===== src/hdl/rv_pkg.sv =====
`default_nettype none

package rv_pkg;

	localparam int XLEN       = 64;
	localparam int REG_ADDR_W = 5;
	localparam int NUM_REGS   = 32;

	typedef logic [XLEN-1:0]       xword_t;
	typedef logic [REG_ADDR_W-1:0] reg_addr_t;

	// major opcodes, inst[6:0]
	localparam logic [6:0] OPC_OP        = 7'b0110011;
	localparam logic [6:0] OPC_OP_IMM    = 7'b0010011;
	localparam logic [6:0] OPC_OP_32     = 7'b0111011;
	localparam logic [6:0] OPC_OP_IMM_32 = 7'b0011011;
	localparam logic [6:0] OPC_LUI       = 7'b0110111;

	localparam logic [2:0] F3_ADD_SUB = 3'b000;
	localparam logic [2:0] F3_SLL     = 3'b001;
	localparam logic [2:0] F3_SLT     = 3'b010;
	localparam logic [2:0] F3_SLTU    = 3'b011;
	localparam logic [2:0] F3_XOR     = 3'b100;
	localparam logic [2:0] F3_SRL_SRA = 3'b101;
	localparam logic [2:0] F3_OR      = 3'b110;
	localparam logic [2:0] F3_AND     = 3'b111;

	localparam logic [6:0] F7_BASE = 7'b0000000;
	localparam logic [6:0] F7_ALT  = 7'b0100000; // sub and arithmetic shifts.

	// operation only; the 32-bit form is carried separately as word.
	typedef enum logic [3:0] {
		ALU_ADD,
		ALU_SUB,
		ALU_SLL,
		ALU_SLT,
		ALU_SLTU,
		ALU_XOR,
		ALU_SRL,
		ALU_SRA,
		ALU_OR,
		ALU_AND,
		ALU_PASS_B
	} alu_op_t;

endpackage

`default_nettype wire

===== src/hdl/core_if.sv =====
`timescale 1ns/1ps
`default_nettype none

interface exe_bus_if
	import rv_pkg::*;
();
	logic    valid;
	logic    illegal;
	alu_op_t op;
	logic    word;
	xword_t  src_a;
	xword_t  src_b; // rs2 data or immediate.
	reg_addr_t rd;
	logic    wen;

	modport decode (output valid, illegal, op, word, src_a, src_b, rd, wen);
	modport exec (input valid, illegal, op, word, src_a, src_b, rd, wen);
endinterface


`default_nettype wire


===== src/hdl/inst_decode.sv =====
`timescale 1ns/1ps
`default_nettype none

module inst_decode
	import rv_pkg::*;
(
	input  logic            inst_valid,
	input  logic [31:0]     inst,
	output reg_addr_t       rs1_addr,
	output reg_addr_t       rs2_addr,
	input  xword_t          rs1_data,
	input  xword_t          rs2_data,
	exe_bus_if.decode       exe
);

	logic [6:0] opcode;
	logic [2:0] funct3;
	logic [6:0] funct7;
	logic [5:0] funct6; // rv64 immediate shifts use a 6-bit shamt.
	reg_addr_t  rd;
	xword_t     imm_i;
	xword_t     imm_u;

	xword_t     imm;
	logic       use_imm;
	logic       legal;
	logic       word;
	alu_op_t    op;

	assign opcode   = inst[6:0];
	assign rd       = inst[11:7];
	assign funct3   = inst[14:12];
	assign rs1_addr = inst[19:15];
	assign rs2_addr = inst[24:20];
	assign funct7   = inst[31:25];
	assign funct6   = inst[31:26];

	assign imm_i = {{52{inst[31]}}, inst[31:20]};
	assign imm_u = {{32{inst[31]}}, inst[31:12], 12'b0};

	always_comb begin
		op      = ALU_ADD;
		word    = 1'b0;
		use_imm = 1'b0;
		imm     = imm_i;
		legal   = 1'b1;
		case (opcode)
			OPC_OP, OPC_OP_32: begin
				word = (opcode == OPC_OP_32);
				case (funct3)
					F3_ADD_SUB: begin
						op    = (funct7 == F7_ALT) ? ALU_SUB : ALU_ADD;
						legal = (funct7 == F7_BASE) || (funct7 == F7_ALT);
					end
					F3_SLL: begin
						op    = ALU_SLL;
						legal = (funct7 == F7_BASE);
					end
					F3_SRL_SRA: begin
						op    = (funct7 == F7_ALT) ? ALU_SRA : ALU_SRL;
						legal = (funct7 == F7_BASE) || (funct7 == F7_ALT);
					end
					F3_SLT: begin
						op    = ALU_SLT;
						legal = (funct7 == F7_BASE) && !word;
					end
					F3_SLTU: begin
						op    = ALU_SLTU;
						legal = (funct7 == F7_BASE) && !word;
					end
					F3_XOR: begin
						op    = ALU_XOR;
						legal = (funct7 == F7_BASE) && !word;
					end
					F3_OR: begin
						op    = ALU_OR;
						legal = (funct7 == F7_BASE) && !word;
					end
					default: begin
						op    = ALU_AND;
						legal = (funct7 == F7_BASE) && !word;
					end
				endcase
			end
			OPC_OP_IMM, OPC_OP_IMM_32: begin
				word    = (opcode == OPC_OP_IMM_32);
				use_imm = 1'b1;
				case (funct3)
					F3_ADD_SUB: op = ALU_ADD;
					F3_SLL: begin
						op = ALU_SLL;
						// a word shift with shamt[5] set fails the funct7 check.
						legal = word ? (funct7 == F7_BASE) : (funct6 == F7_BASE[6:1]);
					end
					F3_SRL_SRA: begin
						op = inst[30] ? ALU_SRA : ALU_SRL;
						if (word) begin
							legal = (funct7 == F7_BASE) || (funct7 == F7_ALT);
						end else begin
							legal = (funct6 == F7_BASE[6:1]) || (funct6 == F7_ALT[6:1]);
						end
					end
					F3_SLT: begin
						op    = ALU_SLT;
						legal = !word;
					end
					F3_SLTU: begin
						op    = ALU_SLTU;
						legal = !word;
					end
					F3_XOR: begin
						op    = ALU_XOR;
						legal = !word;
					end
					F3_OR: begin
						op    = ALU_OR;
						legal = !word;
					end
					default: begin
						op    = ALU_AND;
						legal = !word;
					end
				endcase
			end
			OPC_LUI: begin
				op      = ALU_PASS_B;
				use_imm = 1'b1;
				imm     = imm_u;
			end
			default: legal = 1'b0;
		endcase
	end

	assign exe.valid   = inst_valid;
	assign exe.illegal = !legal;
	assign exe.op      = op;
	assign exe.word    = word;
	assign exe.src_a   = rs1_data;
	assign exe.src_b   = use_imm ? imm : rs2_data;
	assign exe.rd      = rd;
	assign exe.wen     = legal; // every supported instruction writes rd.

endmodule

`default_nettype wire


===== src/flat_wrapper.sv =====
// flat-port wrapper written by rule: the top's interface ports become plain ports
module inst_decode_flat import rv_pkg::*;
  (inst_valid, inst, rs1_addr, rs2_addr, rs1_data, rs2_data, exe_valid, exe_illegal, exe_op, exe_word, exe_src_a, exe_src_b, exe_rd, exe_wen);
  exe_bus_if exe_i ();
  input  logic inst_valid;
  input  logic [31:0] inst;
  output reg_addr_t rs1_addr;
  output reg_addr_t rs2_addr;
  input  xword_t rs1_data;
  input  xword_t rs2_data;
  output wire logic [$bits(exe_i.valid)-1:0] exe_valid;
  output wire logic [$bits(exe_i.illegal)-1:0] exe_illegal;
  output wire logic [$bits(exe_i.op)-1:0] exe_op;
  output wire logic [$bits(exe_i.word)-1:0] exe_word;
  output wire logic [$bits(exe_i.src_a)-1:0] exe_src_a;
  output wire logic [$bits(exe_i.src_b)-1:0] exe_src_b;
  output wire logic [$bits(exe_i.rd)-1:0] exe_rd;
  output wire logic [$bits(exe_i.wen)-1:0] exe_wen;
  assign exe_valid = exe_i.valid;
  assign exe_illegal = exe_i.illegal;
  assign exe_op = exe_i.op;
  assign exe_word = exe_i.word;
  assign exe_src_a = exe_i.src_a;
  assign exe_src_b = exe_i.src_b;
  assign exe_rd = exe_i.rd;
  assign exe_wen = exe_i.wen;
  inst_decode u_core (.inst_valid(inst_valid), .inst(inst), .rs1_addr(rs1_addr), .rs2_addr(rs2_addr), .rs1_data(rs1_data), .rs2_data(rs2_data), .exe(exe_i));
endmodule

===== config.mk =====
export PLATFORM = sky130hd
export DESIGN_NAME = inst_decode_flat
export DESIGN_NICKNAME = d
export VERILOG_FILES = /design/src/hdl/rv_pkg.sv /design/src/hdl/core_if.sv /design/src/hdl/inst_decode.sv /design/src/flat_wrapper.sv
export SDC_FILE = /design/constraint.sdc
export NUM_CORES = 1
export LEC_CHECK = 0
export ABC_CLOCK_PERIOD_IN_PS = 1500
export BUFFER_PORTS_ARGS = -buffer_cell sky130_fd_sc_hd__buf_2
export CAP_MARGIN = 20
export CORE_AREA = 2 2 122 124
export DETAILED_ROUTE_END_ITERATION = 8
export DIE_AREA = 0 0 124 126
export PLACE_DENSITY_LB_ADDON = 0.12
export SLEW_MARGIN = 0
export SYNTH_ARGS = -nofsm -noshare
export SYNTH_HDL_FRONTEND = slang
export SYNTH_SLANG_ARGS = --single-unit

===== constraint.sdc =====
create_clock -name vclk -period 1.5
set_input_delay 0.15 -clock vclk [all_inputs]
set_output_delay 0.15 -clock vclk [all_outputs]
set_load 0.02 [all_outputs]

Yosys cells after proc, flatten, opt, wreduce, memory -nomap -nowiden
Cells that the tools add are included.
{"block": "classes", "n_eq_ne": 13, "reduce_logical": 13, "n_mux": 15}
{"operator": "2-to-1 mux 64 bit", "n": 1}
{"operator": "one-hot mux 4 bit (7 select lines)", "n": 2}
{"operator": "2-to-1 mux 31 bit", "n": 1}
{"operator": "== test 7 x 6 -> 1 bit, second input constant", "n": 4}
{"operator": "== test 7 x 5 -> 1 bit, second input constant", "n": 2}
{"operator": "one-hot mux 4 bit (3 select lines)", "n": 1}
{"operator": "== test 3 bit, second input constant", "n": 3}
{"operator": "logical NOT 7 bit", "n": 1}
{"operator": "== test 3 x 2 -> 1 bit, second input constant", "n": 2}
{"operator": "== test 6 x 5 -> 1 bit, second input constant", "n": 1}
{"operator": "logical NOT 6 bit", "n": 1}
{"operator": "2-to-1 mux 1 bit", "n": 6}
{"operator": "one-hot mux 1 bit (3 select lines)", "n": 2}
{"operator": "OR reduction 2 bit", "n": 3}
{"operator": "one-hot mux 1 bit (2 select lines)", "n": 2}
{"operator": "== test 3 x 1 -> 1 bit, second input constant", "n": 1}
{"operator": "logical NOT 1 bit", "n": 3}
{"operator": "logical NOT 3 bit", "n": 1}
{"operator": "OR reduction 3 bit", "n": 1}
{"operator": "logical OR 1 bit", "n": 2}
{"operator": "logical AND 1 bit", "n": 1}
{"block": "totals", "register_bits": 0, "word_cells": 41, "out_inout_bits": 151, "input_bits": 161}

Depth between registers and ports, before layout
{"block": "depth", "ltp_word": 6, "ltp_mapped": 6, "depth_no_buf": 4}

Worst setup path after synthesis
OpenSTA, ideal clock, no wires.
{"block": "synth_timing", "path_type": "input to output", "from": "input port inst[6]", "to": "output port exe_src_b[21]", "n_path_buf": 2, "t_arrival_ps": 1287, "path_stages": 6, "slack_ps": 63, "cell_sequence": "and4b_1 > and3_1 > buf_2 > buf_2 > a21oi_1 > o21ai_1"}
{"block": "synth_between", "elab_chain_len": 4}
{"element": "start, declared", "line_no": "flat_wrapper.sv:6", "text": "input logic [31:0] inst;"}
{"element": "== test 7 x 6 -> 1 bit / == test 7 x 5 -> 1 bit (equally long branches)", "line_no": "inst_decode.sv:47", "text": "case (opcode)"}
{"element": "OR reduction 3 bit (no source line)"}
{"element": "2-to-1 mux 1 bit", "line_no": "inst_decode.sv:47"}
{"element": "2-to-1 mux 64 bit *", "line_no": "inst_decode.sv:139", "text": "assign exe.src_b = use_imm ? imm : rs2_data;"}
{"element": "end, declared", "line_no": "flat_wrapper.sv:16", "text": "output wire logic [$bits(exe_i.src_b)-1:0] exe_src_b;"}
Every way passes the cells marked *; elsewhere a longest branch is shown, timed or not.

Worst setup path after layout
{"block": "layout_timing", "from": "input port inst[6]", "to": "output port exe_src_b[54]"}
{"block": "layout_between", "elab_chain_len": 4}
{"element": "== test 7 x 6 -> 1 bit / == test 7 x 5 -> 1 bit (equally long branches)", "line_no": "inst_decode.sv:47"}
{"element": "OR reduction 3 bit (no source line) *"}
{"element": "2-to-1 mux 1 bit *", "line_no": "inst_decode.sv:47"}
{"element": "2-to-1 mux 64 bit *", "line_no": "inst_decode.sv:139"}
Marks and branches as above.

==> reports/metrics.sh <==
SYNTH_LARGEST_AREA_CELL='sky130_fd_sc_hd__buf_4'
FLOORPLAN.INITIALDENSITY_PCT=11.6
POWER_LEAKAGE_nW=1.65
GRT_MAX_DEGREE=44
WORST_SETUP_PATH_STARTPOINT='inst[6]'
SLOWEST_STAGE='sky130_fd_sc_hd__and4b_2'
SYNTH.AVG_CELL_AREA_UM2=5.45
PORT_BUFFERS=172
NUMBER_OF_SETUP_VIOLATIONS_IN_THE_FINAL_REPORT=16
PLACEMENT.SETUP.WORST_SLACK_PS=-48.7
TIMING.FINAL.WS_SETUP_PS=-20.4
GLOBAL_ROUTE_MET3_USAGE_PCT=2.26
CRITICAL-PATH-TOP-DELAY-FAMILY='simple AND/OR/NAND/NOR gates'
HOLD_WS_PS=300
LAYOUT-AREA-OVERHEAD-VS-SYNTH_PCT=86.9
MAPPEDNETLISTNETS=465
GRT_USE_TOTAL_PCT=9.02
MAX_SLEW_MARGIN_PCT=82.6
CRITICAL_PATH.STARTPOINT_TYPE='input port'
CLOCK_BUFFERS=0
SYN-INSTANCE-COUNT=304
SLEW_VIOLATIONS=0
GRT_FIRST_PASS_WIRELENGTH_UM=11300
NUMBER_OF_ANTENNA_VIOLATIONS_AT_THE_FIRST_CHECK_IN_GLOBAL_ROUTING=0
MOSTFREQUENTLAYOUTCELL='sky130_fd_sc_hd__buf_2'
GLOBAL_ROUTE.USAGE.MET1_PCT=11.5
VIAS=2367
DR.PASS1.ITERS=4
GRT_OVERFLOW_TOTAL=0
POST-DP-HPWL_UM=5890
DRC=0
FINAL_LAYOUT_SIZE_SUFFIX_GT1_SHARE_PCT=63.6
NNETSFINAL=578
CP_CELL_SEQUENCE='buf_6 -> and4b_2 -> buf_6 -> o21ai_4 -> or2_4 -> clkbuf_16 -> nand2_1 -> buf_6'
FINALWORSTPATHREQUIREDPERIOD_PS=1520
TIMING.FMAX_MHz=658
SYNTHESIS_WARNING_TOTAL=0
WIRE_PER_INST_UM=14.6
POST_ROUTE_WL_UM=8750
FAILED_CHECKS='negative setup slack'
IO-PIN-COUNT=312
DIEAREA_UM2=15600
GRT.BUSIEST_LAYER='met2'
BIGGEST_FANOUT_ALONG_THE_WORST_TIMING_PATH=16
TIMING.CRITICAL_PATH.TO_TYPE='output port'
ROUTE.DETAILED.VIAS_PER_INST=3.95
CP.DEPTH=8
RESULT_OF_THE_RUN='finished, violations left'
CORE_REGION_AREA_UM2=14300
POWER_PER_CELL_AREA_nW_PER_UM2=257
IR_WORST_VDD_V=0.0000761
SETUP.WORST_PATH.CLASS='in2out'
WORSTSETUPENDPOINT='exe_src_b[54]'
WORST_EP_ARRIVAL_TIME_PS=1370
REPLACE_CONGESTION=0.719
RSZ0062_AT_GRT='true'
MULTI_INPUT_COMB_AREA_UM2=1170
NUMBER_OF_BUFFERS_AND_INVERTERS_ON_THE_CRITICAL_PATH=4
MAX-CAP-VIOLATIONS=0
SEQUENTIAL_CELL_TOTAL=0
FLOORPLAN.ROWS=44
TIMING.FINAL.HOLD_VIOLATIONS=0
ANT_NETS=0
LAYOUT.AREA.SEQ_UM2=0
VIA_COUNT_OF_THE_FIRST_GLOBAL_ROUTING_PASS=2152
FP.DIEW_UM=124
CRIT_REQUIRED_PS=1350
PERIOD_SHARE_PCT=101
YS_SEQ_AREA_SHARE_PCT=0
CELL_TYPES_OCCUPYING_THE_MOST_AREA_AFTER_SYNTHESIS='sky130_fd_sc_hd__buf_4 (38%), sky130_fd_sc_hd__nand2_1 (24%), sky130_fd_sc_hd__a21oi_1 (10%), sky130_fd_sc_hd__o21ai_1 (5.1%), sky130_fd_sc_hd__buf_2 (3.3%)'
CRITICAL_PATH.MAX_STAGE_DELAY_PS=310
POWER_W=0.000797
SYNTH.DISTINCT_CELLS=31
DIE_Y_UM=126
NETLIST_AREA_UM2=1660
CRIT_PATH_FREQUENT_CELL='sky130_fd_sc_hd__buf_6'
GLOBAL_ROUTE.USAGE.MET2_PCT=15.3
TIMING.HOLD.WORST.CLASS='in2out'
WORSTMARGINPINSLEW_PS=260
FINAL.FILL_COUNT=1684
DRT_FIRST_ITER_VIOLATIONS=52
POST_CTS_HOLD_BUFFER_COUNT=0
SYNTH.TOP_CELL.AREA_SHARE_PCT=37.6
ANTENNADIODECOUNT=0
LAYOUT.CELLS.MOST_COMMON_LIST='sky130_fd_sc_hd__buf_2 (115), sky130_fd_sc_hd__nand2_1 (81), sky130_fd_sc_hd__buf_6 (51)'
==> kinds of logic after synthesis <==
logic type,count (synthesis),share of synthesized area [%]
mux,1,0.679
xor+xnor,1,0.528
buf+inv,103,42.9
compound gates,64,21.1
simple gates,135,34.8
==> worst min path at each step <==
stage | start | end | slack (ps) | cells past startpoint
5_1_grt | rs1_data[24] | exe_src_a[24] | 300 | 0
2_1_floorplan | inst[2] | exe_op[2] | 390 | 1
3_5_place_dp | inst[10] | exe_rd[3] | 300 | 0
6_report | inst[9] | exe_rd[2] | 300 | 0
3_3_place_gp | inst[10] | exe_rd[3] | 300 | 0
4_1_cts | inst[10] | exe_rd[3] | 300 | 0
==> through the flow <==
stage | cells | area, µm² | TNS (ps) | util [%]
final | 599 | 3100 | -197 | 21.7
after global routing | 599 | 3100 | -2740 | 21.7
after detailed placement | 586 | 2330 | -1310 | 16.3
after global placement | 586 | 2330 | -970 | 16.3
after floorplan | 304 | 1660 | 0 | -
after CTS | 589 | 2690 | -339 | 18.8
==> layout make-up <==
cell class	count	area share (%)
timing repair buffer	211	54.5
tap	184	7.43
inverter	3	0.363
multi-input combinational	201	37.7
==> synthesized netlist by cell type, types with 2 or more instances <==
master / number
sky130_fd_sc_hd__o21ai_0: 4
sky130_fd_sc_hd__nor3_1: 3
sky130_fd_sc_hd__nand3_1: 2
sky130_fd_sc_hd__inv_1: 3
sky130_fd_sc_hd__buf_4: 83
sky130_fd_sc_hd__nor2_1: 7
sky130_fd_sc_hd__and3_1: 2
sky130_fd_sc_hd__a211oi_1: 3
sky130_fd_sc_hd__nand3b_1: 2
sky130_fd_sc_hd__nand4b_1: 3
sky130_fd_sc_hd__nand2_1: 107
sky130_fd_sc_hd__a21oi_1: 33
sky130_fd_sc_hd__buf_2: 11
sky130_fd_sc_hd__clkbuf_1: 6
sky130_fd_sc_hd__o21a_1: 2
sky130_fd_sc_hd__and4b_1: 2
sky130_fd_sc_hd__o21ai_1: 17
==> layer usage <==
metal / share of wire (%) / vias to the layer above
li1: - / 1135
met1: 42 / 1087
met2: 48 / 115
met3: 8.9 / 30
met4: 1.6 / 0
met5: 0 / -
==> timing repair <==
action | in CTS | in global routing
setup buffers | 1 | 4
resized for setup | 97 | 70
pin swaps | 2 | 13
cloned | 2 | 7
setup endpoints to repair | 49 | 65
==> power breakdown <==
| group | leakage [nW] | internal (W) | switching [W] | total (W) |
|---|---|---|---|---|
| Sequential | 0 | 0 | 0 | 0 |
| Clock | 0 | 0 | 0 | 0 |
| Combinational | 1.65 | 0.000389 | 0.000409 | 0.000797 |
| Total | 1.65 | 0.000389 | 0.000409 | 0.000797 |
Power figures use the tool's default switching activity.
